`config.mk`:
```
export PLATFORM = sky130hd
export DESIGN_NAME = lsResult
export DESIGN_NICKNAME = d
export VERILOG_FILES = /design/src/lsuIsaPkg.sv /design/src/lsResult.sv
export SDC_FILE = /design/constraint.sdc
export NUM_CORES = 1
export LEC_CHECK = 0
export ABC_AREA = 1
export BUFFER_PORTS_ARGS = -buffer_cell sky130_fd_sc_hd__buf_2
export CAP_MARGIN = 20
export CELL_PAD_IN_SITES_DETAIL_PLACEMENT = 1
export CELL_PAD_IN_SITES_GLOBAL_PLACEMENT = 1
export CORE_MARGIN = 2
export CORE_UTILIZATION = 32
export DETAILED_ROUTE_END_ITERATION = 8
export GPL_ROUTABILITY_DRIVEN = 1
export PLACE_DENSITY = 0.88
export SYNTH_ARGS = -nofsm -noshare
export SYNTH_HDL_FRONTEND = slang
export SYNTH_SLANG_ARGS = --single-unit
export TNS_END_PERCENT = 5
```
`constraint.sdc`:
```
create_clock -name clk -period 1.45 [get_ports clk]
set_input_delay 0.0725 -clock clk [delete_from_list [all_inputs] [get_ports clk]]
set_output_delay 0.0725 -clock clk [all_outputs]
set_load 0.03 [all_outputs]
```
`src/lsuIsaPkg.sv`:
```
package lsuIsaPkg;

    localparam int XLen    = 32;
    localparam int TagBits = 4;
    localparam int LenBits = 3;

    // Major opcodes of the RV32I memory instructions.
    typedef enum logic [6:0] {
        opLoad  = 7'b0000011,
        opStore = 7'b0100011
    } opcodeT;

    // Access width from funct3.
    typedef enum logic [2:0] {
        wByte  = 3'b000,
        wHalf  = 3'b001,
        wWord  = 3'b010,
        wByteU = 3'b100,
        wHalfU = 3'b101
    } widthT;

    // Decoded request as it sits in the queue.
    typedef struct packed {
        logic               ls;
        logic [XLen-1:0]    addr;
        logic [XLen-1:0]    data;
        logic [LenBits-1:0] len;
    } lsReqT;

endpackage

```
`src/lsResult.sv`:
```
`timescale 1ns/10ps

module lsResult import lsuIsaPkg::*; (
    input  logic               clk,
    input  logic               rst,
    input  logic               rdy,
    input  logic               portDone,
    input  logic [XLen-1:0]    portData,
    input  logic [TagBits-1:0] portTag,
    input  logic               portSigned,
    input  logic [LenBits-1:0] portLen,
    output logic               cdbValid,
    output logic [TagBits-1:0] cdbTag,
    output logic [XLen-1:0]    cdbData
);

    logic            validQ;
    logic [XLen-1:0] extData;

    // Upper bits arrive as zero, so only signed loads need work.
    always_comb begin
        extData = portData;
        if (portSigned) begin
            case (portLen)
                LenBits'(1): extData = {{(XLen-8){portData[7]}}, portData[7:0]};
                LenBits'(2): extData = {{(XLen-16){portData[15]}}, portData[15:0]};
                default:     extData = portData;
            endcase
        end
    end

    assign cdbValid = validQ && rdy;

    always_ff @(posedge clk) begin
        if (rst) begin
            validQ <= 1'b0;
        end else if (rdy) begin
            validQ <= portDone;
        end
    end

    always_ff @(posedge clk) begin
        if (rdy && portDone) begin
            cdbTag  <= portTag;
            cdbData <= extData;
        end
    end

endmodule

```
==> impl_metrics.json <==
{
  "status": "finished, final reports clean",
  "tightest_slew_ns": 0.354,
  "final_cells": 262,
  "clock_tree.root_cell": "clkbuf_8",
  "clk_latency_ns": 0.29,
  "crit_path_end_kind": "register",
  "critPathTopFamily": "buffers and inverters",
  "path_depth": 6,
  "finalHoldViolCount": 0,
  "drtIter0Drc": 44,
  "layout_worst_path_cycle_share_pct": 91.0,
  "cp.arrival_ns": 1.34,
  "place_congestion": 0.725,
  "max_cap_violations": 0,
  "synth.area.mux_share_pct": 0,
  "synth-adder-area-share_pct": 0,
  "fin_tns_setup_ns": 0,
  "crit_fanout": 17,
  "hpwl_mm": 2.60,
  "ios": 81,
  "synth_xor_area_share_pct": 0,
  "ys_ff_latch": 37,
  "cts_tree": "yes",
  "antenna_cells": 0,
  "grt_pass1_vias": 1211,
  "cts.sinks": 37,
  "synth_compound_area_share_pct": 3.73,
  "placed_area_mm2": 0.00190,
  "ys_seq_area_share_pct": 76.3,
  "worst_setup_path_start_kind": "input port",
  "start_util_pct": 33.1,
  "gr-total-overflow": 0,
  "critical_path_required_ns": 1.47,
  "detail-route-antenna-nets": 0,
  "crit_buf_inv": 2,
  "cts_buffers": 5,
  "cp_cell_sequence": "dlygate4sd3_1 -> buf_2 -> nand4_1 -> o21ai_1 -> nand2_2 -> nand2_1",
  "finClkSkew_ns": 0,
  "power_density_mw_per_mm2": 1120,
  "grtUsageTotal_pct": 15.4,
  "num_vias": 1172,
  "die_x_um": 71.1,
  "setup_viol": 0,
  "reg2reg_depth": 2,
  "final_util_pct": 48.6,
  "rsz0062_at_grt": "false",
  "n_fill_cell": 490,
  "min_period_ns": 1.32,
  "fp.dieH_um": 71.1,
  "dpl_worst_slack_ns": 0.320,
  "maxSlewViolCount": 0,
  "synth_fp_nets": 153,
  "wl_mm": 3.65,
  "drtPass1Iterations": 4,
  "fmax_ghz": 0.758,
  "grt_pass1_wl_mm": 5.78,
  "synth_area_mm2": 0.00144,
  "clkSlewWorstSetupHoldPaths_ns": 0.08,
  "die-area_mm2": 0.00506,
  "r2r_slack_ns": 0.89,
  "rows": 24,
  "cp_slowest_cell": "dlygate4sd3_1",
  "slew_headroom_pct": 76.3,
  "drive_gt1_share_pct": 47.6,
  "post_drt_via_cell_ratio": 4.47,
  "synth_top_family_by_area": "simple AND/OR/NAND/NOR gates",
  "place_inst": 241,
  "hp-class": "in -> reg",
  "final_nets": 253,
  "route.detailed.drc": 0,
  "slowest_delay_ns": 0.55,
  "core_mm2": 0.00435,
  "port_buffers": 80,
  "synthSimpleGateAreaFrac_pct": 16.3,
  "finalInstanceArea_mm2": 0.00212,
  "yosys_warnings": 0,
  "synth_cell_types": 16,
  "htreeDepth": 2,
  "grt_start_max_net_pins": 20,
  "clockBufferDepth": 2,
  "hold_depth": 3,
  "worst_slack_ns": 0.130,
  "wire_per_inst_um": 13.9,
  "syn_inst": 109,
  "antenna_found_initial": 0,
  "syn_area_per_cell_um2": 13.2,
  "areaGrowthSynthToFinish_pct": 46.7,
  "path_class": "in -> reg",
  "cellLeakagePower_nw": 1.02,
  "ir_worst_vdd_mv": 0.481
}
==> registers in the layout, indices dropped and copies added (netlist names) <==
signal and cells:
cdbTag 4, cdbData 32, validQ 1
==> cell type report <==
| cell class | count | area (um2) | area share, % |
|---|---|---|---|
| sequential | 37 | 1100 | 52.0 |
| timing repair buffer | 95 | 546 | 25.8 |
| multi-input combinational | 62 | 289 | 13.7 |
| clock buffer | 5 | 68.8 | 3.25 |
| tap | 52 | 65.1 | 3.07 |
| inverter | 8 | 30.0 | 1.42 |
| clock inverter | 3 | 17.5 | 0.827 |
==> repair_timing <==
item | 4_1_cts | 5_1_grt
resized for setup | 0 | 0
hold endpoints to repair | 13 | 0
hold buffers | 13 | 0
buffers inserted | 0 | 0
==> placed cells by master, fill, tap and decap left out <==
cell,count
inv_2,2
edfxtp_1,36
inv_1,6
dlygate4sd3_1,13
nand2_2,4
clkinv_2,2
clkinvlp_4,1
clkbuf_8,5
buf_2,80
buf_4,2
nand2_4,1
nor2_1,1
o21ai_1,1
o21ai_0,7
nand3_4,1
nand3_2,1
nand4_1,1
a21oi_2,1
a21oi_1,1
dfxtp_1,1
nand2_1,43
==> path summary, 6_finish.rpt <==
path                 endpoint   startpoint
setup / recovery  cdbData[20]  portData[7]
hold / removal         validQ     portDone
setup reg to reg       validQ       validQ
hold reg to reg        validQ       validQ
==> cells in the mapped netlist, drive strengths merged <==
library cell / n / share of area [%]
nand2: 48 / 14
edfxtp: 36 / 75
inv: 8 / 2.1
o21ai: 8 / 2.8
a21oi: 2 / 0.95
buf: 2 / 1.6
nand3: 2 / 1.9
dfxtp: 1 / 1.4
nand4: 1 / 0.43
nor2: 1 / 0.26
==> cell families (layout without fill, tap and decap cells) <==
group,count (synthesis),in the layout
flops,37,37
simple gates,52,52
buf+inv,10,111
compound gates,10,10
==> worst register-to-register path, cell delays in order, from the launching register on <==
cell     delay (ns)
dfxtp_1        0.34
nand2_1        0.06
a21oi_1        0.11
==> layer usage <==
metal	vias up	share of wire (%)	global-route usage (%)
met2	49	53	27.2
met4	0	1.5	5.66
met5	-	0	0
li1	566	-	-
met3	5	8.5	6.13
met1	552	37	16.5
==> stage by stage <==
stage	hold slack [ns]	total power, mW
after floorplan	0.142	1.53
after global placement	0.232	1.67
after detailed placement	0.237	1.68
after CTS	0.0472	2.41
after global routing	0.0645	2.48
final	0.0548	2.38
==> report_power, final <==
part	leakage, nW	switching (mW)	internal, mW
clock	0.0439	0.366	0.331
sequential	0.343	0.0160	1.26
combinational	0.633	0.268	0.141
total	1.02	0.650	1.73
No activity file was read; power rests on OpenSTA's default activity.
