[config.mk]
export PLATFORM = sky130hd
export DESIGN_NAME = lsDecode
export DESIGN_NICKNAME = d
export VERILOG_FILES = /design/src/lsuIsaPkg.sv /design/src/lsDecode.sv
export SDC_FILE = /design/constraint.sdc
export NUM_CORES = 1
export LEC_CHECK = 0
export ABC_AREA = 1
export BUFFER_PORTS_ARGS = -buffer_cell sky130_fd_sc_hd__buf_2
export CELL_PAD_IN_SITES_DETAIL_PLACEMENT = 1
export CELL_PAD_IN_SITES_GLOBAL_PLACEMENT = 2
export CORE_UTILIZATION = 30
export DETAILED_ROUTE_END_ITERATION = 16
export GPL_TIMING_DRIVEN = 0
export PLACE_DENSITY_LB_ADDON = 0.1
export SLEW_MARGIN = 15
export SYNTH_ARGS = -nofsm -noshare
export SYNTH_HDL_FRONTEND = slang
export SYNTH_SLANG_ARGS = --single-unit
[constraint.sdc]
create_clock -name clk -period 5.7 [get_ports clk]
set_input_delay 1.14 -clock clk [delete_from_list [all_inputs] [get_ports clk]]
set_output_delay 1.14 -clock clk [all_outputs]
set_load 0.01 [all_outputs]
[src/lsuIsaPkg.sv]
package lsuIsaPkg;

    localparam int XLen    = 32;
    localparam int TagBits = 4;
    localparam int LenBits = 3;

    // Major opcodes of the RV32I memory instructions.
    typedef enum logic [6:0] {
        opLoad  = 7'b0000011,
        opStore = 7'b0100011
    } opcodeT;

    // Access width from funct3.
    typedef enum logic [2:0] {
        wByte  = 3'b000,
        wHalf  = 3'b001,
        wWord  = 3'b010,
        wByteU = 3'b100,
        wHalfU = 3'b101
    } widthT;

    // Decoded request as it sits in the queue.
    typedef struct packed {
        logic               ls;
        logic [XLen-1:0]    addr;
        logic [XLen-1:0]    data;
        logic [LenBits-1:0] len;
    } lsReqT;

endpackage

[src/lsDecode.sv]
`timescale 1ns/10ps

module lsDecode import lsuIsaPkg::*; (
    input  logic               clk,
    input  logic               rst,
    input  logic               rdy,
    input  logic               issueEn,
    input  opcodeT             opcode,
    input  widthT              funct3,
    input  logic [XLen-1:0]    base,
    input  logic [XLen-1:0]    storeData,
    input  logic [11:0]        offset,
    input  logic [TagBits-1:0] tag,
    input  logic               full,
    output logic               pushEn,
    output lsReqT              pushReq,
    output logic [TagBits-1:0] pushTag,
    output logic               pushSigned
);

    logic               validOp;
    logic [XLen-1:0]    effAddr;
    logic [LenBits-1:0] byteLen;

    assign validOp = (opcode == opLoad) || (opcode == opStore);
    assign effAddr = base + {{(XLen-12){offset[11]}}, offset};

    always_comb begin
        case (funct3)
            wByte, wByteU: byteLen = LenBits'(1);
            wHalf, wHalfU: byteLen = LenBits'(2);
            default:       byteLen = LenBits'(4);
        endcase
    end

    always_ff @(posedge clk) begin
        if (rst) begin
            pushEn <= 1'b0;
        end else if (rdy) begin
            pushEn <= issueEn && validOp && !full;
        end
    end

    always_ff @(posedge clk) begin
        if (rdy && issueEn) begin
            pushReq.ls   <= (opcode == opStore);
            pushReq.addr <= effAddr;
            pushReq.data <= storeData;
            pushReq.len  <= byteLen;
            pushTag      <= tag;
            // Only signed loads extend.
            pushSigned   <= (opcode == opLoad) && ((funct3 == wByte) || (funct3 == wHalf));
        end
    end

endmodule

==> summary.md <==
| Metric | Value |
|---|---|
| Hold path depth | 2 |
| First-pass GRT wire length | between 20 and 25 mm |
| Final hold slack | approximately 0.46 ns |
| Hold path start | pushEn |
| Async set or reset register ratio after synthesis | 0% |
| DR vias | 4,239 |
| Clock Power Share | approximately two fifths |
| Count of input and output buffers | roughly 170 |
| CP cell instances | buf_2, ha_1, nand2_2, inv_2, nand2_1, inv_1, a21oi_1, nand2_2, nand2_1, nand2_1, nand2_1, nand2_1 |
| Final Non-Filler Cells | between 900 and 1k |
| Seq. cell area | 0.002212 mm² |
| Setup crit end kind | flip-flop |
| Die Y-Extent | 126.8 µm |
| Fin. Hold Viols | 0 |
| WL final | around 13 mm |
| Initial antenna violation count | 0 |
| Layout cells sized above 1 | between 20% and 30% |
| Average size of a mapped cell | about 8 µm² |
| Pint | 1.268 mW |
| Rows | 45 |
| Max-slew violation count | 0 |
| Register area share after synthesis | between 40 and 50% |
| Maximum clock frequency | 364.0 MHz |
| Pin count of the biggest net entering global routing | 42 |
| Reg2reg setup slack | slightly above 5 ns |
| Final min period | approximately 2.7 ns |
| Via density per instance | between 4 and 5 |
| Clock-pin slew on the worst setup and hold paths | ~0.060 ns |
| Post-Syn Area | roughly 0.0047 mm² |
| Ant. Diodes | 0 |
| Chip Width | 126.8 µm |
| Combinational share of power | 21.4% |
| Most frequent cells after synthesis | 224 x nand2_1, 112 x inv_1, 73 x edfxtp_1, 42 x nor2_1, 31 x ha_1 |
| CTS tree | yes |
| Area of the multi-input gates | a little over 0.002 mm² |
| Reg power frac | between 30% and 40% |
| Count leader, synth | nand2_1 |
| Pwr Total | 1.726 mW |
| Setup violations, final | 0 |
| Fillcell total | around 1.9k |
| Vias in the first global route | between 4k and 5k |
| Reg2reg end | pushEn |
| Max-cap violations | 0 |
| Latest clock arrival within the worst-skew pair | between 0.3 and 0.4 ns |
| Ys Warns | 0 |
| Critical path's largest stage delay | ~0.39 ns |
| Top cells by area, synth | edfxtp_1 47%, nand2_1 18%, inv_1 9.0% |
| Worst-case reg-to-reg path depth | 2 |
| Drt initial violations | approximately 130 |
| # resized after CTS | 0 |
| Synth Register Bits | 74 |
| CP max-delay cell | ha_1 |
| Longest Clk Path Bufs | 2 |
| Largest area contributor in the netlist | edfxtp_1 |
| DR WL/cell | about 14 µm |
| Cells after Synth | 585 |
| Arrival time at the worst endpoint | 2.83 ns |
| Worst Path Buf+Inv | 3 |
| Die area | 0.01607 mm² |
| Post-CTS Setup Bufs | 0 |
| Total track usage | 17.71% |
| Post-synth EDFFs | 73 |
| Min-delay worst type | reg2reg |
| Most used flip-flop cell after synthesis | edfxtp_1 |
| DRC violations left | 0 |
| Routed Antenna Nets | 0 |
| Pre-CTS WS | roughly 2.6 ns |
| Family with the most delay on the worst path | simple AND/OR/NAND/NOR gates |
| Max FO, Critical Path | 21 |
| Switching Power | around 0.46 mW |
| Initial Utilization | between 30% and 40% |
| Placed cells | 942 |
| CP Class | in2reg |
| Cell mode on critical path | nand2_1 |
| Max IR drop VDD | ~0.14 mV |
| Post-synth top area share | between 40% and 50% |
| Leak pwr | 3.294 nW |
| Reg2reg start | pushEn |
| Num CTS Buffers | 9 |
| Drt first pass iters | 5 |
| Layout net count | about 890 |
| Clock root buffer | clkbuf_16 |
| Layout Skew | 0 ns |
| Gp weighted congestion | slightly below 0.8 |
| Setup TNS | 0 ns |
| Worst slew margin | between 60% and 70% |
| Sw Ratio | 26.54% |
| Gr ovfl total | 0 |
| Critical Path RT | ~5.8 ns |
| Synth-to-Final Area Change | 31.26% |
| Worst-Margin Slew | 0.4588 ns |
| Core outline area | 0.01520 mm² |
| Sinks on Clock Net | between 70 and 80 |
| Yosys cell types | 24 |
| Hold bufs inserted after CTS | 0 |
| Final period util | 48.20% |
| Status | finished, final reports clean |
| CP startpoint kind | input pin |
| Max H-tree Level | 3 |
| Syn nets | 712 |
| Worst Hold End | pushEn |
| DP HPWL | around 11 mm |
| RSZ-0062 raised after global routing | no |
| Setup ws final | ~3.0 ns |
| # IOs | 169 |
| PD cells | between 200 and 300 mW/mm² |
-- worst reg2reg max path, delay by kind of cell (launching register included) --
kind	cells	cell delay, ns
simple gates	1	0.06
compound gates	1	0.13
flops	1	0.32
-- area by class of cell --
type / instances / share of cell area (%)
inverters: 115 / 7.082
repair buffers: 169 / 14.04
clock buffers: 11 / 3.796
well taps: 188 / 3.837
flip-flops and latches: 74 / 36.08
multi-input cells: 395 / 33.00
plain buffers: 1 / 0.06122
clock inverters: 5 / 2.102
-- per-stage QoR --
stage	instance area, µm²	util (%)
2_1_floorplan	4671	-
3_3_place_gp	5747	37.80
3_5_place_dp	5769	37.95
4_1_cts	6131	40.33
5_1_grt	6131	40.33
6_report	6131	40.33
-- cell usage in the layout, fill, tap and decap left out --
cell       Yosys  layout
inv_4          0       1
nand2_1      224     224
nor2_2         2       2
nand2_2       14      14
ha_1          31      31
inv_1        112     111
edfxtp_1      73      73
nand4_1        3       3
buf_12         0       1
and3_1         2       2
bufinv_16      0       4
nor2_1        42      42
clkbuf_16      0       9
dfxtp_1        1       1
xnor2_1        2       2
a21oi_2        1       1
inv_2          3       3
or2_4          1       1
buf_2          0     168
nand3_1       24      24
nand3_2        4       4
a21oi_1       20      20
o21bai_1       2       2
clkinv_4       0       1
clkbuf_1       1       3
nor3_2         2       2
a21o_1         1       1
fa_1           1       1
xor2_1        14      14
nor3_1         5       5
-- layer usage --
layer	vias up	GRT usage, %	share of wire, %
li1	2182	-	-
met1	1925	22.20	48
met2	121	30.55	46
met3	11	3.880	4.5
met4	0	5.182	1.3
met5	-	0	0
-- logic make-up after synthesis --
logic type | count (synthesis) | share of synthesized area (%)
simple gates | 323 | 28.77
buf+inv | 116 | 9.322
flops | 74 | 47.36
fa+ha+maj | 32 | 8.733
compound gates | 24 | 2.813
xor+xnor | 16 | 3.000
-- state kept, by name, indices dropped and copies added, names as in the netlist --
signal and flops:
pushEn 1, pushReq 68, pushSigned 1, pushTag 4
-- power by group through the flow --
stage          Combinational [mW]  Sequential [mW]  Clock, mW
4_1_cts                     0.376            0.667      0.720
3_3_place_gp                0.364            0.679          0
5_1_grt                     0.418            0.671      0.737
3_5_place_dp                0.373            0.678          0
2_1_floorplan               0.200            0.705          0
6_report                    0.369            0.667      0.691
-- worst max-delay path by stage --
stage | to | depth (start not counted) | slack, ns | from
final | pushReq[56] | 12 | 2.95 | offset[11]
after global routing | pushReq[56] | 12 | 2.78 | offset[11]
after CTS | pushReq[65] | 12 | 2.93 | offset[11]
after detailed placement | pushReq[57] | 12 | 2.56 | offset[11]
after global placement | pushReq[61] | 3 | 1.88 | rdy
after floorplan | pushReq[0] | 2 | 2.66 | issueEn
(Power assumes the default switching activity.)
