### src/lsuIsaPkg.sv
package lsuIsaPkg;

    localparam int XLen    = 32;
    localparam int TagBits = 4;
    localparam int LenBits = 3;

    // Major opcodes of the RV32I memory instructions.
    typedef enum logic [6:0] {
        opLoad  = 7'b0000011,
        opStore = 7'b0100011
    } opcodeT;

    // Access width from funct3.
    typedef enum logic [2:0] {
        wByte  = 3'b000,
        wHalf  = 3'b001,
        wWord  = 3'b010,
        wByteU = 3'b100,
        wHalfU = 3'b101
    } widthT;

    // Decoded request as it sits in the queue.
    typedef struct packed {
        logic               ls;
        logic [XLen-1:0]    addr;
        logic [XLen-1:0]    data;
        logic [LenBits-1:0] len;
    } lsReqT;

endpackage

### src/lsuMemPkg.sv
package lsuMemPkg;

    // RAM is byte addressed and wraps at MemBytes.
    localparam int MemAddrBits = 10;
    localparam int MemBytes    = 1 << MemAddrBits;

    // Load/store queue depth.
    localparam int BufDepth   = 4;
    localparam int BufPtrBits = $clog2(BufDepth);

    // Byte lanes in one data word.
    localparam int LaneBits = 2;

    typedef enum logic [1:0] {
        ctrlIdle,
        ctrlXfer,
        ctrlDone
    } ctrlStateT;

endpackage

### src/memReqIf.sv
`timescale 1ns/10ps

interface memReqIf import lsuIsaPkg::*; ();

    logic               en;
    logic               ls;
    logic [XLen-1:0]    addr;
    logic [XLen-1:0]    data;
    logic [LenBits-1:0] len;

    modport src (
        output en,
        output ls,
        output addr,
        output data,
        output len
    );

    modport snk (
        input en,
        input ls,
        input addr,
        input data,
        input len
    );

endinterface

### src/loadStoreBuffer.sv
`timescale 1ns/10ps

module loadStoreBuffer import lsuIsaPkg::*, lsuMemPkg::*; (
    input  logic               clk,
    input  logic               rst,
    input  logic               rdy,
    input  logic               pushEn,
    input  lsReqT              pushReq,
    input  logic [TagBits-1:0] pushTag,
    input  logic               pushSigned,
    output logic               full,
    memReqIf.src               head,
    output logic [TagBits-1:0] headTag,
    output logic               headSigned,
    input  logic               portFree
);

    lsReqT                 entries [BufDepth];
    logic [TagBits-1:0]    tags [BufDepth];
    logic                  signs [BufDepth];
    logic [BufPtrBits-1:0] wrPtr;
    logic [BufPtrBits-1:0] rdPtr;
    logic [BufPtrBits:0]   count;
    logic                  notEmpty;
    logic                  push;
    logic                  pop;

    assign notEmpty = (count != '0);
    assign pop      = rdy && portFree && notEmpty;
    assign push     = rdy && pushEn && ((count != (BufPtrBits+1)'(BufDepth)) || pop);

    // The decode stage holds one more request in flight.
    assign full = (count == (BufPtrBits+1)'(BufDepth))
               || ((count == (BufPtrBits+1)'(BufDepth-1)) && pushEn);

    assign head.en    = notEmpty;
    assign head.ls    = entries[rdPtr].ls;
    assign head.addr  = entries[rdPtr].addr;
    assign head.data  = entries[rdPtr].data;
    assign head.len   = entries[rdPtr].len;
    assign headTag    = tags[rdPtr];
    assign headSigned = signs[rdPtr];

    always_ff @(posedge clk) begin
        if (rst) begin
            wrPtr <= '0;
            rdPtr <= '0;
            count <= '0;
        end else begin
            if (push) begin
                wrPtr <= wrPtr + BufPtrBits'(1);
            end
            if (pop) begin
                rdPtr <= rdPtr + BufPtrBits'(1);
            end
            case ({push, pop})
                2'b10:   count <= count + (BufPtrBits+1)'(1);
                2'b01:   count <= count - (BufPtrBits+1)'(1);
                default: count <= count;
            endcase
        end
    end

    always_ff @(posedge clk) begin
        if (push) begin
            entries[wrPtr] <= pushReq;
            tags[wrPtr]    <= pushTag;
            signs[wrPtr]   <= pushSigned;
        end
    end

endmodule

### src/flat_wrapper.sv
// flat-port wrapper written by rule: the top's interface ports become plain ports
module loadStoreBuffer_flat import lsuIsaPkg::*, lsuMemPkg::*;
  (clk, rst, rdy, pushEn, pushReq, pushTag, pushSigned, full, headTag, headSigned, portFree, head_en, head_ls, head_addr, head_data, head_len);
  memReqIf head_i ();
  input  logic clk;
  input  logic rst;
  input  logic rdy;
  input  logic pushEn;
  input  lsReqT pushReq;
  input  logic [TagBits-1:0] pushTag;
  input  logic pushSigned;
  output logic full;
  output logic [TagBits-1:0] headTag;
  output logic headSigned;
  input  logic portFree;
  output wire logic [$bits(head_i.en)-1:0] head_en;
  output wire logic [$bits(head_i.ls)-1:0] head_ls;
  output wire logic [$bits(head_i.addr)-1:0] head_addr;
  output wire logic [$bits(head_i.data)-1:0] head_data;
  output wire logic [$bits(head_i.len)-1:0] head_len;
  assign head_en = head_i.en;
  assign head_ls = head_i.ls;
  assign head_addr = head_i.addr;
  assign head_data = head_i.data;
  assign head_len = head_i.len;
  loadStoreBuffer u_core (.clk(clk), .rst(rst), .rdy(rdy), .pushEn(pushEn), .pushReq(pushReq), .pushTag(pushTag), .pushSigned(pushSigned), .full(full), .head(head_i), .headTag(headTag), .headSigned(headSigned), .portFree(portFree));
endmodule
### config.mk
export PLATFORM = sky130hd
export DESIGN_NAME = loadStoreBuffer_flat
export DESIGN_NICKNAME = d
export VERILOG_FILES = /design/src/lsuIsaPkg.sv /design/src/lsuMemPkg.sv /design/src/memReqIf.sv /design/src/loadStoreBuffer.sv /design/src/flat_wrapper.sv
export SDC_FILE = /design/constraint.sdc
export NUM_CORES = 1
export LEC_CHECK = 0
export ABC_AREA = 1
export BUFFER_PORTS_ARGS = -buffer_cell sky130_fd_sc_hd__buf_2
export CAP_MARGIN = 20
export CORE_AREA = 5 5 144 146
export DETAILED_ROUTE_END_ITERATION = 12
export DIE_AREA = 0 0 149 151
export GPL_TIMING_DRIVEN = 0
export MAX_ROUTING_LAYER = met4
export PLACE_DENSITY = 0.91
export SLEW_MARGIN = 20
export SYNTH_ARGS = -nofsm -noshare
export SYNTH_HDL_FRONTEND = slang
export SYNTH_SLANG_ARGS = --single-unit
### constraint.sdc
create_clock -name clk -period 6.3 [get_ports clk]
set_clock_uncertainty 0.1 [all_clocks]
set_input_delay 0.315 -clock clk [delete_from_list [all_inputs] [get_ports clk]]
set_output_delay 0.315 -clock clk [all_outputs]
set_load 0.01 [all_outputs]
==> flow_metrics.py, run 1 <==
metrics = {
    "status": {
        "outcome": "finished clean",
    },
    "job": {
        "maxCapViolations": 0,
    },
    "yosys": {
        "synth_area_sq_mm": 0.0113,
        "syn_nets": 867,
        "avgSynthCellArea_sq_um": 14.5,
        "ys_ff_latch": 301,
        "yosysSeqAreaShare": 0.788,
        "synth.distinct_cells": 20,
        "yosys_warnings": 0,
        "syn_inst": 783,
    },
    "cts": {
        "post_cts_buffers": 0,
        "cts_tree": "done",
        "clk_pin_slew_ps": 60,
        "clock_latency_ps": 530,
        "postCtsResizedCells": 0,
        "numClockSinks": 301,
        "clockBufferDepth": 3,
        "cts_buffers": 29,
        "htree_num_levels": 1,
        "ctsRootBufferMaster": "clkbuf_16",
        "cts_hold_buf": 74,
    },
    "power": {
        "p_total_w": 0.00443,
        "p_leak_nw": 5.23,
        "power_switching_share": 0.221,
        "p_int_w": 0.00345,
        "p_switching_w": 0.000981,
        "power_frac_comb": 0.095,
        "p_per_area_mw_per_mm2": 306,
        "clkPwrFrac": 0.395,
        "ir_drop_v": 0.000268,
        "seq_power_share": 0.511,
    },
    "floorplanning": {
        "fp.dieW_microns": 149,
        "coreArea_sq_mm": 0.0193,
        "chipHeight_microns": 151,
        "fp-row-count": 51,
        "start_util": 0.589,
        "die_area_sq_mm": 0.0225,
        "io_pins": 153,
    },
    "placed_design": {
        "dpl_cell_area_sq_mm": 0.0128,
        "io_buffers": 152,
        "gp_congestion": 0.772,
        "dp_hpwl_mm": 16.7,
    },
    "timing": {
        "tightest_slew_ps": 868,
        "finalCritPeriodShare": 0.415,
        "drv_slew": 0,
        "rsz0062_at_grt": "no",
        "final-hold-violation-count": 0,
        "slew_headroom": 0.420,
        "setup_violations": 0,
        "period_needed_ps": 2610,
        "finalSetupTns_ps": 0,
        "fmax_ghz": 0.383,
    },
    "global_routing": {
        "grt_util_met1": 0.309,
        "grt_first_pass_wirelength_mm": 43.1,
        "use_met2": 0.458,
        "grtUsageMet3": 0.0407,
        "grt-ovfl-total": 0,
        "track_usage": 0.258,
        "grt_max_degree": 26,
        "grt_pass1_vias": 8035,
        "grt_busiest_layer": "met2",
        "antenna_found_initial": 0,
    },
    "setup_path": {
        "slowest_delay_ps": 400,
        "arrival_ps": 2200,
        "critPathLaunchType": "flip-flop",
        "slowest_stage": "clkbuf_1",
        "critical_path_class": "flip-flop to output pin",
        "critical_path.cell_chain": "buf_4 -> clkbuf_1 -> o21ai_0 -> o22ai_1 -> buf_2",
        "cp_data_required_time_ps": 5880,
        "worst_setup_path_end_kind": "output pin",
        "cp_max_fo": 10,
    },
    "detailed_routing": {
        "wl_per_cell_microns": 21.3,
        "drtPass1Iterations": 5,
        "vias": 7683,
        "drt_wl_total_mm": 28.6,
        "final_antenna_net_count": 0,
        "drtIter0Drc": 537,
        "viasPerCell": 5.73,
        "drc": 0,
    },
    "hold_path": {
        "hold_class": "primary input to flip-flop",
    },
    "final_layout": {
        "drive_gt1_frac": 0.226,
        "area_delta_synth_final_pct": 27.7,
        "fillerInstances": 1106,
        "regArea_sq_mm": 0.00895,
        "nNetsFinal": 1136,
        "multi_input_area_sq_mm": 0.00203,
        "fin_area_sq_mm": 0.0145,
    },
}
==> cells in the final DEF (no fill, tap or decap), drive strengths merged <==
master / n
a21oi: 4
buf: 191
bufinv: 4
clkbuf: 59
clkinv: 9
clkinvlp: 1
dfxtp: 9
diode: 1
dlygate4sd3: 74
edfxtp: 292
fa: 1
ha: 5
inv: 22
nand2: 17
nand3: 4
nand3b: 1
nor2: 159
o21ai: 150
o22ai: 73
==> final timing paths <==
check / to / slack [ps] / cells past startpoint / start
max: head_addr[20] / 3690 / 5 / flip-flop
min: u_core.wrPtr[1] / 90 / 5 / pushEn
max reg2reg: u_core.entries[3][29] / 3770 / 6 / u_core.count[1]
min reg2reg: u_core.wrPtr[1] / 460 / 2 / u_core.wrPtr[1]
==> routing by layer <==
layer  vias up  routed length [microns]
met1      3734                    10600
li1       3473                        -
met3        49                     2370
met2       427                    15100
met5         -                        0
met4         0                      556
==> critical path, delay by kind of cell, from the launching register on <==
kind / cells / cell delay [ps]
buf+inv: 3 / 810
flops: 1 / 360
compound gates: 2 / 490
==> final cells by class <==
class / instances / share of cell area
sequential: 301 / 0.618
multi-input combinational: 414 / 0.140
timing repair buffer: 238 / 0.125
clock buffer: 39 / 0.0540
tap: 265 / 0.0229
buffer: 47 / 0.0222
clock inverter: 15 / 0.0128
inverter: 21 / 0.00561
antenna: 1 / 0.000173
==> cells in the mapped netlist <==
cell        n  area (sq um)
edfxtp_1  292          8770
nor2_1    159           597
o21ai_0    83           415
o22ai_1    73           457
o21ai_1    67           335
inv_1      19          71.3
nand2_1    17          63.8
clkbuf_1   16          60.1
buf_6      13           146
buf_4      10          75.1
dfxtp_1     9           180
ha_1        5          62.6
a21oi_1     4          20.0
buf_2       4          20.0
clkbuf_2    4          20.0
nand3_1     4          20.0
clkinv_1    1          3.75
fa_1        1          20.0
inv_4       1          6.26
nand3b_1    1          7.51
==> sequential cells by signal, summed over array words and instances, names as in the netlist, named ones only <==
signal,cells
u_core.entries,272
u_core.tags,16
u_core.signs,4
u_core.count,3
u_core.rdPtr,2
u_core.wrPtr,2
==> stage by stage <==
stage,worst slack (ps),hold slack (ps),instances,util
after floorplan,1980,293,783,-
after global placement,-217,386,1200,0.646
after detailed placement,3770,413,1212,0.663
after CTS,3670,75.0,1340,0.752
after global routing,3510,111,1340,0.752
final,3690,90.8,1341,0.752
==> cells by family (layout without fill, tap and decap cells) <==
kind of cell | count (synthesis) | in the layout | synth area share
flip-flops | 301 | 301 | 0.788
AO/OA/AOI/OAI | 227 | 227 | 0.108
AND/OR/NAND/NOR | 181 | 181 | 0.0606
buffers and inverters | 68 | 360 | 0.0355
adder cells (fa/ha/maj) | 6 | 6 | 0.00728
other | 0 | 1 | 0
==> power groups by stage <==
stage               Sequential [W]  Clock (W)  Combinational [W]
CTS                        0.00226    0.00175           0.000413
detailed placement         0.00230          0           0.000373
global route               0.00227    0.00185           0.000454
global placement           0.00231          0           0.000343
finish                     0.00226    0.00175           0.000420
floorplan                  0.00231          0           0.000194
No activity file was read; power rests on OpenSTA's default activity.
==> run 2: changes to the inputs <==
Settings changed: CORE_AREA 5 5 144 146 to 5 5 148 150, DIE_AREA 0 0 149 151 to 0 0 153 155, PLACE_DENSITY 0.91 to 0.87.
Clock period 6.3 ns to 2.5 ns, I/O delays scaled along.
==> run 2 against run 1 <==
Net effect: count of clock-buffer cells in the layout is 2 higher; die area is 5.4% higher; highest routed layer unchanged; routed wire length is 3.7% lower; largest cell class unchanged; critical path type unchanged; combinational power rose to 2.5 times the previous value.
==> flow_metrics.py, run 2 (synthesized netlist as in run 1, its figures left out) <==
metrics = {
    "status": {
        "outcome": "finished clean",
    },
    "floorplanning": {
        "fp.dieW_microns": 153,
        "coreArea_sq_mm": 0.0206,
        "die_area_sq_mm": 0.0237,
        "chipHeight_microns": 155,
        "fp-row-count": 53,
        "start_util": 0.552,
        "io_pins": 153,
    },
    "setup_path": {
        "cp_max_fo": 10,
        "arrival_ps": 2100,
        "worst_setup_path_end_kind": "output pin",
        "r2r.worst_path.cells": 6,
        "reg2reg_slack_ps": 210,
        "setup.worst_path.end": "head_len[1]",
        "cp_data_required_time_ps": 2280,
        "critPathLaunchType": "flip-flop",
        "critical_path_class": "flip-flop to output pin",
        "timing.rr.end": "u_core.entries[1][20]",
        "r2r_start": "u_core.count[1]",
    },
    "placed_design": {
        "dp_hpwl_mm": 16.7,
        "io_buffers": 152,
        "gp_congestion": 0.784,
    },
    "final_layout": {
        "fin_util": 0.709,
        "nNetsFinal": 1145,
        "mostFrequentLayoutCell": "edfxtp_1",
        "largest_register_ffs": 272,
        "layout_common_cells": "292 x edfxtp_1, 156 x buf_2, 155 x nor2_1",
        "fillerInstances": 1284,
        "area_delta_synth_final_pct": 28.4,
        "drive_gt1_frac": 0.230,
        "largest_registers": "u_core.entries (272), u_core.tags (16), u_core.signs (4)",
        "top_register": "u_core.entries",
    },
    "cts": {
        "cts_buffers": 30,
        "clock_latency_ps": 530,
        "numClockSinks": 301,
        "htree_num_levels": 1,
        "clk_pin_slew_ps": 60,
        "ctsRootBufferMaster": "clkbuf_16",
        "clockBufferDepth": 3,
        "cts_tree": "done",
    },
    "global_routing": {
        "grt_pass1_vias": 7966,
        "track_usage": 0.234,
        "antenna_found_initial": 1,
        "grt_max_degree": 25,
        "grt_first_pass_wirelength_mm": 42.6,
        "grt-ovfl-total": 0,
    },
    "job": {
        "maxCapViolations": 0,
    },
    "power": {
        "p_per_area_mw_per_mm2": 752,
        "p_leak_nw": 5.26,
        "ir_drop_v": 0.000639,
        "p_total_w": 0.0110,
    },
    "detailed_routing": {
        "drtIter0Drc": 632,
        "drc": 0,
        "vias": 7689,
        "viasPerCell": 5.65,
        "wl_per_cell_microns": 20.2,
        "final_antenna_net_count": 0,
        "drtPass1Iterations": 5,
        "drt_wl_total_mm": 27.5,
    },
    "timing": {
        "tightest_slew_ps": 759,
        "setup_violations": 0,
        "drv_slew": 0,
        "finalCritPeriodShare": 0.931,
        "rsz0062_at_grt": "no",
        "period_needed_ps": 2330,
        "final-hold-violation-count": 0,
        "slew_headroom": 0.493,
        "fmax_ghz": 0.430,
    },
    "hold_path": {
        "hold_class": "primary input to flip-flop",
    },
}
## run 2: how the worst min path moves through the flow
stage	startpoint	endpoint	slack, ps	cells after the start
floorplan	rst	flip-flop	100	1
finish	portFree	flip-flop	100	7
global route	portFree	flip-flop	140	6
CTS	portFree	flip-flop	40	7
detailed placement	rst	u_core.rdPtr[1]	230	2
global placement	rst	u_core.rdPtr[1]	230	2
## run 2: worst max-delay path, cell delays in order (launching register included)
cell	delay, ps
dfxtp_1	360
buf_4	220
clkbuf_1	360
o21ai_0	200
o22ai_1	250
buf_2	180
## run 2: metrics by stage
stage | hold slack, ps | std cells | setup slack [ps] | setup TNS, ps | instance area (sq um)
floorplan | 103 | 783 | -637 | -186000 | 11400
global placement | 229 | 1210 | -2080 | -593350 | 12500
detailed placement | 228 | 1223 | 46.8 | 0 | 12800
CTS | 36.6 | 1358 | 38.0 | 0 | 14500
global route | 140 | 1361 | 7.07 | 0 | 14600
finish | 99.6 | 1361 | 173 | 0 | 14600
## run 2: where the power goes
group / internal [W] / switching [W] / total (W)
logic: 0.000434 / 0.000629 / 0.00106
clock network: 0.00241 / 0.00178 / 0.00419
registers: 0.00567 / 0.0000363 / 0.00570
total: 0.00851 / 0.00244 / 0.0110
## run 2: what timing repair did
item | 4_1_cts | 5_1_grt
gates resized for setup | 0 | 5
setup endpoints to repair | 0 | 46
hold endpoints to repair | 301 | 0
hold buffers | 79 | 0
setup buffers | 0 | 2
## run 2: final cells by class
| cell class | instances | area, sq um | area share |
|---|---|---|---|
| flip-flops and latches | 301 | 8950 | 0.614 |
| multi-input cells | 414 | 2030 | 0.139 |
| repair buffers | 246 | 1910 | 0.131 |
| clock buffers | 41 | 823 | 0.0565 |
| well taps | 275 | 344 | 0.0236 |
| plain buffers | 47 | 324 | 0.0222 |
| clock inverters | 15 | 108 | 0.00739 |
| inverters | 21 | 81.3 | 0.00558 |
| diodes | 1 | 2.50 | 0.000172 |
## run 2: metal layers
| metal | global-route usage | vias up | part of all wire |
|---|---|---|---|
| li1 | - | 3495 | - |
| met1 | 0.279 | 3755 | 0.38 |
| met2 | 0.412 | 368 | 0.52 |
| met3 | 0.0428 | 71 | 0.080 |
| met4 | 0.0704 | 0 | 0.027 |
| met5 | - | - | 0 |
