File: src/lsuIsaPkg.sv
package lsuIsaPkg;

    localparam int XLen    = 32;
    localparam int TagBits = 4;
    localparam int LenBits = 3;

    // Major opcodes of the RV32I memory instructions.
    typedef enum logic [6:0] {
        opLoad  = 7'b0000011,
        opStore = 7'b0100011
    } opcodeT;

    // Access width from funct3.
    typedef enum logic [2:0] {
        wByte  = 3'b000,
        wHalf  = 3'b001,
        wWord  = 3'b010,
        wByteU = 3'b100,
        wHalfU = 3'b101
    } widthT;

    // Decoded request as it sits in the queue.
    typedef struct packed {
        logic               ls;
        logic [XLen-1:0]    addr;
        logic [XLen-1:0]    data;
        logic [LenBits-1:0] len;
    } lsReqT;

endpackage

File: src/memReqIf.sv
`timescale 1ns/10ps

interface memReqIf import lsuIsaPkg::*; ();

    logic               en;
    logic               ls;
    logic [XLen-1:0]    addr;
    logic [XLen-1:0]    data;
    logic [LenBits-1:0] len;

    modport src (
        output en,
        output ls,
        output addr,
        output data,
        output len
    );

    modport snk (
        input en,
        input ls,
        input addr,
        input data,
        input len
    );

endinterface

File: src/dataPort.sv
`timescale 1ns/10ps

module dataPort import lsuIsaPkg::*; (
    input  logic               clk,
    input  logic               rst,
    input  logic               rdy,
    memReqIf.snk               req,
    input  logic [TagBits-1:0] reqTag,
    input  logic               reqSigned,
    output logic               portFree,
    memReqIf.src               mem,
    input  logic               memWait,
    input  logic               memDone,
    input  logic [XLen-1:0]    memData,
    output logic               portDone,
    output logic [XLen-1:0]    portData,
    output logic [TagBits-1:0] portTag,
    output logic               portSigned,
    output logic [LenBits-1:0] portLen
);

    logic               occupied;
    logic               doneQ;
    logic               take;
    logic               ls;
    logic               isSigned;
    logic [XLen-1:0]    addr;
    logic [XLen-1:0]    data;
    logic [LenBits-1:0] len;
    logic [TagBits-1:0] tag;

    assign portFree = !occupied;
    assign take     = rdy && portFree && req.en;
    assign portDone = doneQ && rdy;

    // Present the request only while the controller is free.
    assign mem.en   = occupied && !memWait;
    assign mem.ls   = ls;
    assign mem.addr = addr;
    assign mem.data = data;
    assign mem.len  = len;

    always_ff @(posedge clk) begin
        if (rst) begin
            occupied <= 1'b0;
            doneQ    <= 1'b0;
        end else if (rdy) begin
            doneQ <= memDone;
            if (memDone) begin
                occupied <= 1'b0;
            end else if (take) begin
                occupied <= 1'b1;
            end
        end
    end

    always_ff @(posedge clk) begin
        if (take) begin
            ls       <= req.ls;
            addr     <= req.addr;
            data     <= req.data;
            len      <= req.len;
            tag      <= reqTag;
            isSigned <= reqSigned;
        end
        if (rdy && memDone) begin
            portData   <= memData;
            portTag    <= tag;
            portSigned <= isSigned;
            portLen    <= len;
        end
    end

endmodule

File: src/flat_wrapper.sv
// flat-port wrapper written by rule: the top's interface ports become plain ports
module dataPort_flat import lsuIsaPkg::*;
  (clk, rst, rdy, reqTag, reqSigned, portFree, memWait, memDone, memData, portDone, portData, portTag, portSigned, portLen, req_en, req_ls, req_addr, req_data, req_len, mem_en, mem_ls, mem_addr, mem_data, mem_len);
  memReqIf req_i ();
  memReqIf mem_i ();
  input  logic clk;
  input  logic rst;
  input  logic rdy;
  input  logic [TagBits-1:0] reqTag;
  input  logic reqSigned;
  output logic portFree;
  input  logic memWait;
  input  logic memDone;
  input  logic [XLen-1:0] memData;
  output logic portDone;
  output logic [XLen-1:0] portData;
  output logic [TagBits-1:0] portTag;
  output logic portSigned;
  output logic [LenBits-1:0] portLen;
  input wire logic [$bits(req_i.en)-1:0] req_en;
  input wire logic [$bits(req_i.ls)-1:0] req_ls;
  input wire logic [$bits(req_i.addr)-1:0] req_addr;
  input wire logic [$bits(req_i.data)-1:0] req_data;
  input wire logic [$bits(req_i.len)-1:0] req_len;
  output wire logic [$bits(mem_i.en)-1:0] mem_en;
  output wire logic [$bits(mem_i.ls)-1:0] mem_ls;
  output wire logic [$bits(mem_i.addr)-1:0] mem_addr;
  output wire logic [$bits(mem_i.data)-1:0] mem_data;
  output wire logic [$bits(mem_i.len)-1:0] mem_len;
  assign req_i.en = req_en;
  assign req_i.ls = req_ls;
  assign req_i.addr = req_addr;
  assign req_i.data = req_data;
  assign req_i.len = req_len;
  assign mem_en = mem_i.en;
  assign mem_ls = mem_i.ls;
  assign mem_addr = mem_i.addr;
  assign mem_data = mem_i.data;
  assign mem_len = mem_i.len;
  dataPort u_core (.clk(clk), .rst(rst), .rdy(rdy), .req(req_i), .reqTag(reqTag), .reqSigned(reqSigned), .portFree(portFree), .mem(mem_i), .memWait(memWait), .memDone(memDone), .memData(memData), .portDone(portDone), .portData(portData), .portTag(portTag), .portSigned(portSigned), .portLen(portLen));
endmodule
File: config.mk
export PLATFORM = sky130hd
export DESIGN_NAME = dataPort_flat
export DESIGN_NICKNAME = d
export VERILOG_FILES = /design/src/lsuIsaPkg.sv /design/src/memReqIf.sv /design/src/dataPort.sv /design/src/flat_wrapper.sv
export SDC_FILE = /design/constraint.sdc
export NUM_CORES = 1
export LEC_CHECK = 0
export BUFFER_PORTS_ARGS = -buffer_cell sky130_fd_sc_hd__buf_2
export CORE_MARGIN = 8
export CORE_UTILIZATION = 45
export DETAILED_ROUTE_END_ITERATION = 10
export PLACE_DENSITY_LB_ADDON = 0.12
export SETUP_SLACK_MARGIN = 0.1
export SLEW_MARGIN = 20
export SYNTH_ARGS = -nofsm -noshare
export SYNTH_HDL_FRONTEND = slang
export SYNTH_SLANG_ARGS = --single-unit
File: constraint.sdc
create_clock -name clk -period 12.8 [get_ports clk]
set_input_delay 1.28 -clock clk [delete_from_list [all_inputs] [get_ports clk]]
set_output_delay 1.28 -clock clk [all_outputs]
set_load 0.1 [all_outputs]
==> out/results.ini, run 1 <==
[status]
status=completed

[placed_design]
gp_congestion=0.722
placed_area_mm2=0.00474
port_buffers=221
hpwl_um=6490

[routing]
dr.first_iter.drc_count=130
vias_per_cell=4.36
firstDrtPassIters=6
wl_per_cell_um=17.5
routed_wl_um=8440
ant_nets=0
drc=0
vias=2099

[timing]
setup_viol_count_final=0
final.period_utilization_pct=25.3
hold_viol=0
holdWs_ps=417
setup-tns-final_ps=0
worst_clock_skew_ps=4.94
slew_violations=0
rsz0062_at_grt=false
min_period_ps=3230
relSlewSlack_pct=39.4
fmax_mhz=309
worstMarginPinSlew_ps=909

[floorplan]
die_x_um=104
dieArea_mm2=0.0108
start_util_pct=45.9
core.rowCount=32
ios=222
die-height_um=104
coreArea_mm2=0.00761

[setup_path]
cp-start-kind=primary input
r2r_slack_ps=11260
worstPathCellList=buf_2, and2_2, buf_2
cpMostUsedCell=buf_2
crit_family=buffers and inverters
r2r_end=u_core.mem.addr[22]
slowest_stage=buf_2
rr_worst_depth=2
path_max_fanout=4
required_ps=11520
r2r_start=u_core.occupied
cp_slowest_stage_delay_ps=420
cp_num_buf_inv=2
worstSetupPathType=in2out
endpoint_kind=primary output
crit_cells=3
cp.arrival_ps=1950

[logic_synthesis]
syn_area_mm2=0.00349
synth_cell_type_count=9
yosys.area_share.xor_xnor_pct=0
synth-simple-area-share_pct=0.896
synth_seq_area_share_pct=98.4
synth_compound_area_share_pct=0.358
ys_warn_count=0
synthMuxAreaShare_pct=0.287
synth_top_family_by_area=simple AND/OR/NAND/NOR gates
synth_fa_ha_area_share_pct=0
synth-seq-cells=115
syn_inst=124
syn-mean-instance-area_um2=28.2
mappedNetlistNets=235

[finish]
final_area_mm2=0.00535
layout-drive-gt1-share_pct=67.5
nets=476
area_growth_pct=53.1
n_fill_cell=520
regArea_mm2=0.00343
multi_input_area_um2=61.3

[cts]
cts_setup_buffers=0
clkLatencyLatePin_ps=490
ctsResizeCount=0
cts_root_buf=clkbuf_8
hold_buffers=0
cts_tree=yes
clk_pin_slew_ps=50
ctsLongestPathBuffers=2
clock-sinks=115
cts_buffers=17
h-tree-depth=4

[power_and_ir_drop]
pwr-share-clk_pct=43.6
internal-power_mw=0.773
power.density_mw_per_mm2=201
power_switching_mw=0.303
sequentialPowerShare_pct=40.9
netSwitchingFraction_pct=28.2
comb_power_share_pct=15.5
leakagePower_nw=2.26
irDropWorstVdd_mv=0.115

[global_route]
gr-usage-met1_pct=14.4
grt_usage_pct=15.8
grt_pass1_vias=2357
met3_usage_pct=11.3
globalRouteMet2Util_pct=25.7
grt_max_degree=74
busiest_layer=met2
grt_pass1_wl_um=12800
grt_overflow=0
antenna_found_initial=1

[hold_path]
holdPathStages=0
min_path_type=reg2reg
hold_path_end=u_core.portTag[1]
worstHoldStart=u_core.tag[1]

[job]
max-cap-violations=0

registers in the layout, summed over array words and instances, names as in the netlist:
name / flops
u_core.portData: 32
u_core.doneQ: 1
u_core.mem.addr: 32
u_core.isSigned: 1
u_core.mem.len: 3
u_core.mem.ls: 1
u_core.mem.data: 32
u_core.tag: 4
u_core.portSigned: 1
u_core.portTag: 4
u_core.portLen: 3
u_core.occupied: 1
power by group through the flow:
stage	clock, mW	sequential (mW)	combinational [mW]
finish	0.469	0.440	0.167
detailed placement	0	0.448	0.168
global route	0.496	0.442	0.172
floorplan	0	0.572	0.00950
CTS	0.478	0.441	0.168
global placement	0	0.447	0.167
synth_stat cells, drive strengths merged:
| cell type | number | area, um2 |
|---|---|---|
| nor2 | 3 | 11.3 |
| dfxtp | 2 | 40.0 |
| nand2 | 1 | 3.75 |
| edfxtp | 113 | 3390 |
| a211oi | 1 | 12.5 |
| mux2i | 1 | 10.0 |
| inv | 1 | 3.75 |
| and2 | 2 | 16.3 |
area by class of cell:
class / count / share of cell area [%]
sequential: 115 / 64.2
timing repair buffer: 222 / 20.8
clock buffer: 17 / 7.75
clock inverter: 15 / 3.53
tap: 102 / 2.39
multi-input combinational: 8 / 1.15
inverter: 1 / 0.0702
antenna: 1 / 0.0468
how the worst max path moves through the flow:
| stage | slack [ps] | startpoint | endpoint |
|---|---|---|---|
| final | 9570 | rdy | portDone |
| after global routing | 9530 | rdy | portDone |
| after CTS | 9560 | rdy | portDone |
| after detailed placement | 9560 | rdy | portDone |
| after global placement | 9580 | rdy | portDone |
| after floorplan | 7890 | req_en | u_core.isSigned |
layout by cell type (no fill, tap or decap):
cell        instances
inv_1               1
mux2i_1             1
and2_2              1
clkinvlp_4          4
clkinv_2            2
clkinv_1            3
a211oi_2            1
inv_6               1
buf_2             221
buf_4               1
nor2_4              1
bufinv_16           4
clkbuf_8            1
nand2_1             1
edfxtp_1          113
diode_2             1
dfxtp_1             2
clkbuf_16          16
clkinv_4            1
nor2_1              2
and2_4              1
layer usage:
layer	vias up	wire length (um)	part of all wire, %
li1	985	-	-
met1	957	2890	34
met2	149	4160	49
met3	8	1240	15
met4	0	145	1.7
met5	-	0	0
through the flow:
stage / setup slack [ps] / utilization [%] / power (mW) / std cells
after global placement: 9580 / 62.3 / 0.615 / 448
final: 9570 / 70.3 / 1.08 / 481
after CTS: 9560 / 70.2 / 1.09 / 480
after global routing: 9530 / 70.3 / 1.11 / 481
after floorplan: 7890 / - / 0.582 / 124
after detailed placement: 9560 / 62.3 / 0.616 / 448
logic make-up after synthesis:
family                 after synthesis
flip-flops                         115
AND/OR/NAND/NOR                      6
multiplexers                         1
AO/OA/AOI/OAI                        1
buffers and inverters                1
(Power assumes the default switching activity.)
==> run 2, diff against run 1 <==
CORE_UTILIZATION = 38   (was 45)
clock period = 2.6 ns   (was 12.8 ns; I/O delays follow)
==> run 2 against run 1 <==
Compared with the run above: the flow now stops in clock tree synthesis (4_1_cts); synthesized cell count unchanged; synthesized area did not move.
==> out/results.ini, run 2 <==
[status]
status=did not finish
flow.stopped_at=clock tree synthesis (4_1_cts)
firstError=[ERROR RSZ-0060] Max buffer count reached.

[cts]
hold_buffers=101
h-tree-depth=4
cts_buffers=17
cts_setup_buffers=0
clock-sinks=115
ctsLongestPathBuffers=2
ctsResizeCount=0
cts_root_buf=clkbuf_8

[floorplan]
start_util_pct=38.5
ios=222
die-height_um=112
die_x_um=112
core.rowCount=35

[placed_design]
gp_congestion=0.728
port_buffers=221
dp.cells=457
placed_area_mm2=0.00476

[logic_synthesis]
synth_cell_type_count=9
synth_seq_area_share_pct=98.4
ys.flop_type=edfxtp_1
synth_edf_count=113
async_flop_share_pct=0
synth_top_cells_by_count=edfxtp_1, nor2_1, dfxtp_1
syn_inst=124
syn-mean-instance-area_um2=28.2
ys_warn_count=0
syn_area_mm2=0.00349
synth_area_leaders=edfxtp_1, dfxtp_1, a211oi_2, nor2_1, mux2i_1
synth-seq-cells=115
mappedNetlistNets=235
yosys.area.top_type=edfxtp_1
yosys.area.top_type_share_pct=97.2
synth_most_common_cell=edfxtp_1

==> run 2: cell counts after synthesis <==
Identical to the previous run, type by type.
==> run 2: logic make-up after synthesis <==
group                  count (synthesis)  share of synthesized area [%]
AOI/OAI and AO/OA                      1                          0.358
buffers and inverters                  1                          0.107
DFF                                  115                           98.4
muxes                                  1                          0.287
and+or+nand+nor                        6                          0.896
==> run 2: per-stage QoR <==
stage / setup slack (ps) / utilization, % / hold slack [ps]
2_1_floorplan: 152 / - / 325
3_3_place_gp: 1270 / 52.5 / 402
3_5_place_dp: 1240 / 52.5 / 409
==> run 3, diff against run 2 <==
CORE_UTILIZATION = 40   (was 38)
PLACE_DENSITY_LB_ADDON = 0.15   (was 0.12)
SETUP_SLACK_MARGIN = default   (was 0.1)
clock period = 3.4 ns   (was 2.6 ns; I/O delays follow)
==> run 3 against run 2 <==
Compared with the run above: the run now ends clean.
==> out/results.ini, run 3 (synthesized netlist as in run 1, its figures left out) <==
[hold_path]
hold_path_end=u_core.mem.addr[0]
holdPathStages=1
worstHoldStart=req_addr[0]
min_path_type=in2reg

[timing]
final.period_utilization_pct=54.4
setup-tns-final_ps=0
rsz0062_at_grt=false
fmax_mhz=541
worst_clock_skew_ps=5.52
relSlewSlack_pct=65.2
hold_viol=0
setup_viol_count_final=0
slew_violations=0
worst_slack_ps=1550
worstMarginPinSlew_ps=523
min_period_ps=1850

[global_route]
grt_overflow=0
grt_pass1_wl_um=15400
grt_pass1_vias=2896
grt_usage_pct=17.6
antenna_found_initial=0
busiest_layer=met2
gr-usage-met1_pct=18.0
met3_usage_pct=10.4
grt_max_degree=43
globalRouteMet2Util_pct=28.9

[placed_design]
hpwl_um=7120
pre_cts_ws_ps=1730
dp.cells=455
port_buffers=221
gp_congestion=0.686

[power_and_ir_drop]
power.density_mw_per_mm2=692
internal-power_mw=3.21
power_switching_mw=1.18
pwr-share-clk_pct=45.8
comb_power_share_pct=16.4
sequentialPowerShare_pct=37.8
totalPowerFinal_mw=4.39
netSwitchingFraction_pct=27.0
irDropWorstVdd_mv=0.450
leakagePower_nw=2.69

[finish]
n_fill_cell=521
layout-drive-gt1-share_pct=54.6
area_growth_pct=81.9
instances_no_fill=579
nets=569
layout_commonest_cell=buf_2
final_cell_mix=buf_2, edfxtp_1, dlygate4sd3_1
antenna_cells=0
largestRegisters=u_core.mem.addr: 32 flops, u_core.mem.data: 32 flops, u_core.portData: 32 flops

[floorplan]
ios=222
die-height_um=109
start_util_pct=40.6
dieArea_mm2=0.0120
die_x_um=109
coreArea_mm2=0.00859
core.rowCount=34

[routing]
wl_per_cell_um=18.1
firstDrtPassIters=4
routed_wl_um=10500
vias=2510
ant_nets=0
drc=0
vias_per_cell=4.34
dr.first_iter.drc_count=116

[setup_path]
r2r_end=u_core.mem.addr[23]
path_max_fanout=3
endpoint_kind=primary output
r2r_start=u_core.occupied
rr_worst_depth=2
cp-start-kind=flip-flop
timing.critical_path.from=u_core.occupied
worstSetupPathType=reg2out
required_ps=3060
cp.arrival_ps=1510
r2r_slack_ps=1970

[cts]
h-tree-depth=4
ctsLongestPathBuffers=2
cts_root_buf=clkbuf_8
cts_tree=yes
clkLatencyLatePin_ps=490
ctsResizeCount=0
clk_pin_slew_ps=60
cts_buffers=17
clock-sinks=115

[job]
max-cap-violations=0

[status]
status=completed

[run 3: how the worst max path moves through the flow]
stage,endpoint,slack (ps),cells after the start
floorplan,u_core.isSigned,660,2
global placement,u_core.mem.data[5],1770,4
detailed placement,u_core.mem.data[19],1730,4
CTS,mem_en,1520,3
global route,mem_en,1440,3
finish,mem_en,1550,3
[run 3: per-layer routing]
metal | wire, um | part of all wire (%)
met1 | 3720 | 35
met3 | 1430 | 14
met4 | 124 | 1.2
met2 | 5220 | 50
met5 | 0 | 0
[run 3: power by group through the flow]
stage / Sequential (mW) / Clock [mW] / Combinational, mW
floorplan: 2.15 / 0 / 0.0360
global placement: 1.68 / 0 / 0.634
detailed placement: 1.69 / 0 / 0.638
CTS: 1.66 / 2.05 / 0.718
global route: 1.67 / 2.11 / 0.743
finish: 1.66 / 2.01 / 0.721
[run 3: cell type report]
type                            instances  area, um2  share of cell area (%)
Sequential cell                       115       3430                    54.1
Clock buffer                           17        414                    6.52
Inverter                                1       3.75                  0.0591
Timing Repair Buffer                  315       2040                    32.2
Tap cell                              108        135                    2.13
Multi-Input combinational cell          8       61.3                   0.966
Clock inverter                         15        260                    4.10
[run 3: critical path: stages, from the launching register on]
cell and delay [ps]:
dfxtp_1 370, inv_1 100, nor2_1 110, buf_2 430
[run 3: per-stage QoR]
stage                     hold WS [ps]  cell area [um2]  utilization (%)
after floorplan                    400             3490                -
after CTS                      0.00272             6310             73.4
after global routing             0.401             6350             73.9
after detailed placement           405             4750             55.3
final                             33.4             6350             73.9
after global placement             400             4750             55.3
[run 3: repair_timing]
item | CTS | global route
hold buffers | 88 | 4
setup buffers | 0 | 0
endpoints found under the hold margin | 89 | 4
==> run 4, diff against run 3 <==
ABC_AREA = 1   (was default)
clock period = 1.75 ns   (was 3.4 ns; I/O delays follow)
==> run 4 against run 3 <==
Compared with the run above: the flow now stops in clock tree synthesis (4_1_cts); synthesized cell count increased by 4.8%; synthesized area increased by 0.22%.
==> out/results.ini, run 4 <==
[floorplan]
die_x_um=110
core.rowCount=34
ios=222
die-height_um=110
start_util_pct=40.7

[cts]
cts_setup_buffers=0
ctsLongestPathBuffers=2
cts_buffers=17
cts_root_buf=clkbuf_8
hold_buffers=101
h-tree-depth=4
clock-sinks=115
ctsResizeCount=0

[placed_design]
hpwl_um=6750
gp_congestion=0.750
port_buffers=221

[logic_synthesis]
synth_most_common_cell=edfxtp_1
synth_area_leaders=edfxtp_1, dfxtp_1, inv_1, nand2_1, nor2_1
syn_area_mm2=0.00350
synth_top_cells_by_count=edfxtp_1, inv_1, nand2_1
synth_seq_area_share_pct=98.1
mappedNetlistNets=241
synth_cell_type_count=8
yosys.area.top_type_share_pct=97.0
async_flop_share_pct=0
synth-seq-cells=115
yosys.area.top_type=edfxtp_1
syn-mean-instance-area_um2=26.9
ys_warn_count=0
syn_inst=130
synth_edf_count=113
ys.flop_type=edfxtp_1

[status]
firstError=[ERROR RSZ-0060] Max buffer count reached.
status=did not finish
flow.stopped_at=clock tree synthesis (4_1_cts)

run 4: cell types whose count changed after synthesis, sizes merged:
cell	delta
a211oi	-1
inv	+4
mux2i	-1
a21oi	+2
and2	-2
nand2	+4
run 4: cells by family after synthesis:
group,count (synthesis),synth area share (%)
buffers and inverters,5,0.537
DFF,115,98.1
AOI/OAI and AO/OA,2,0.393
and+or+nand+nor,8,0.930
run 4: per-stage QoR:
| stage | setup slack [ps] | cell area, um2 | std cells |
|---|---|---|---|
| 2_1_floorplan | -56.9 | 3510 | 130 |
| 3_3_place_gp | 503 | 4800 | 461 |
| 3_5_place_dp | 476 | 4800 | 461 |
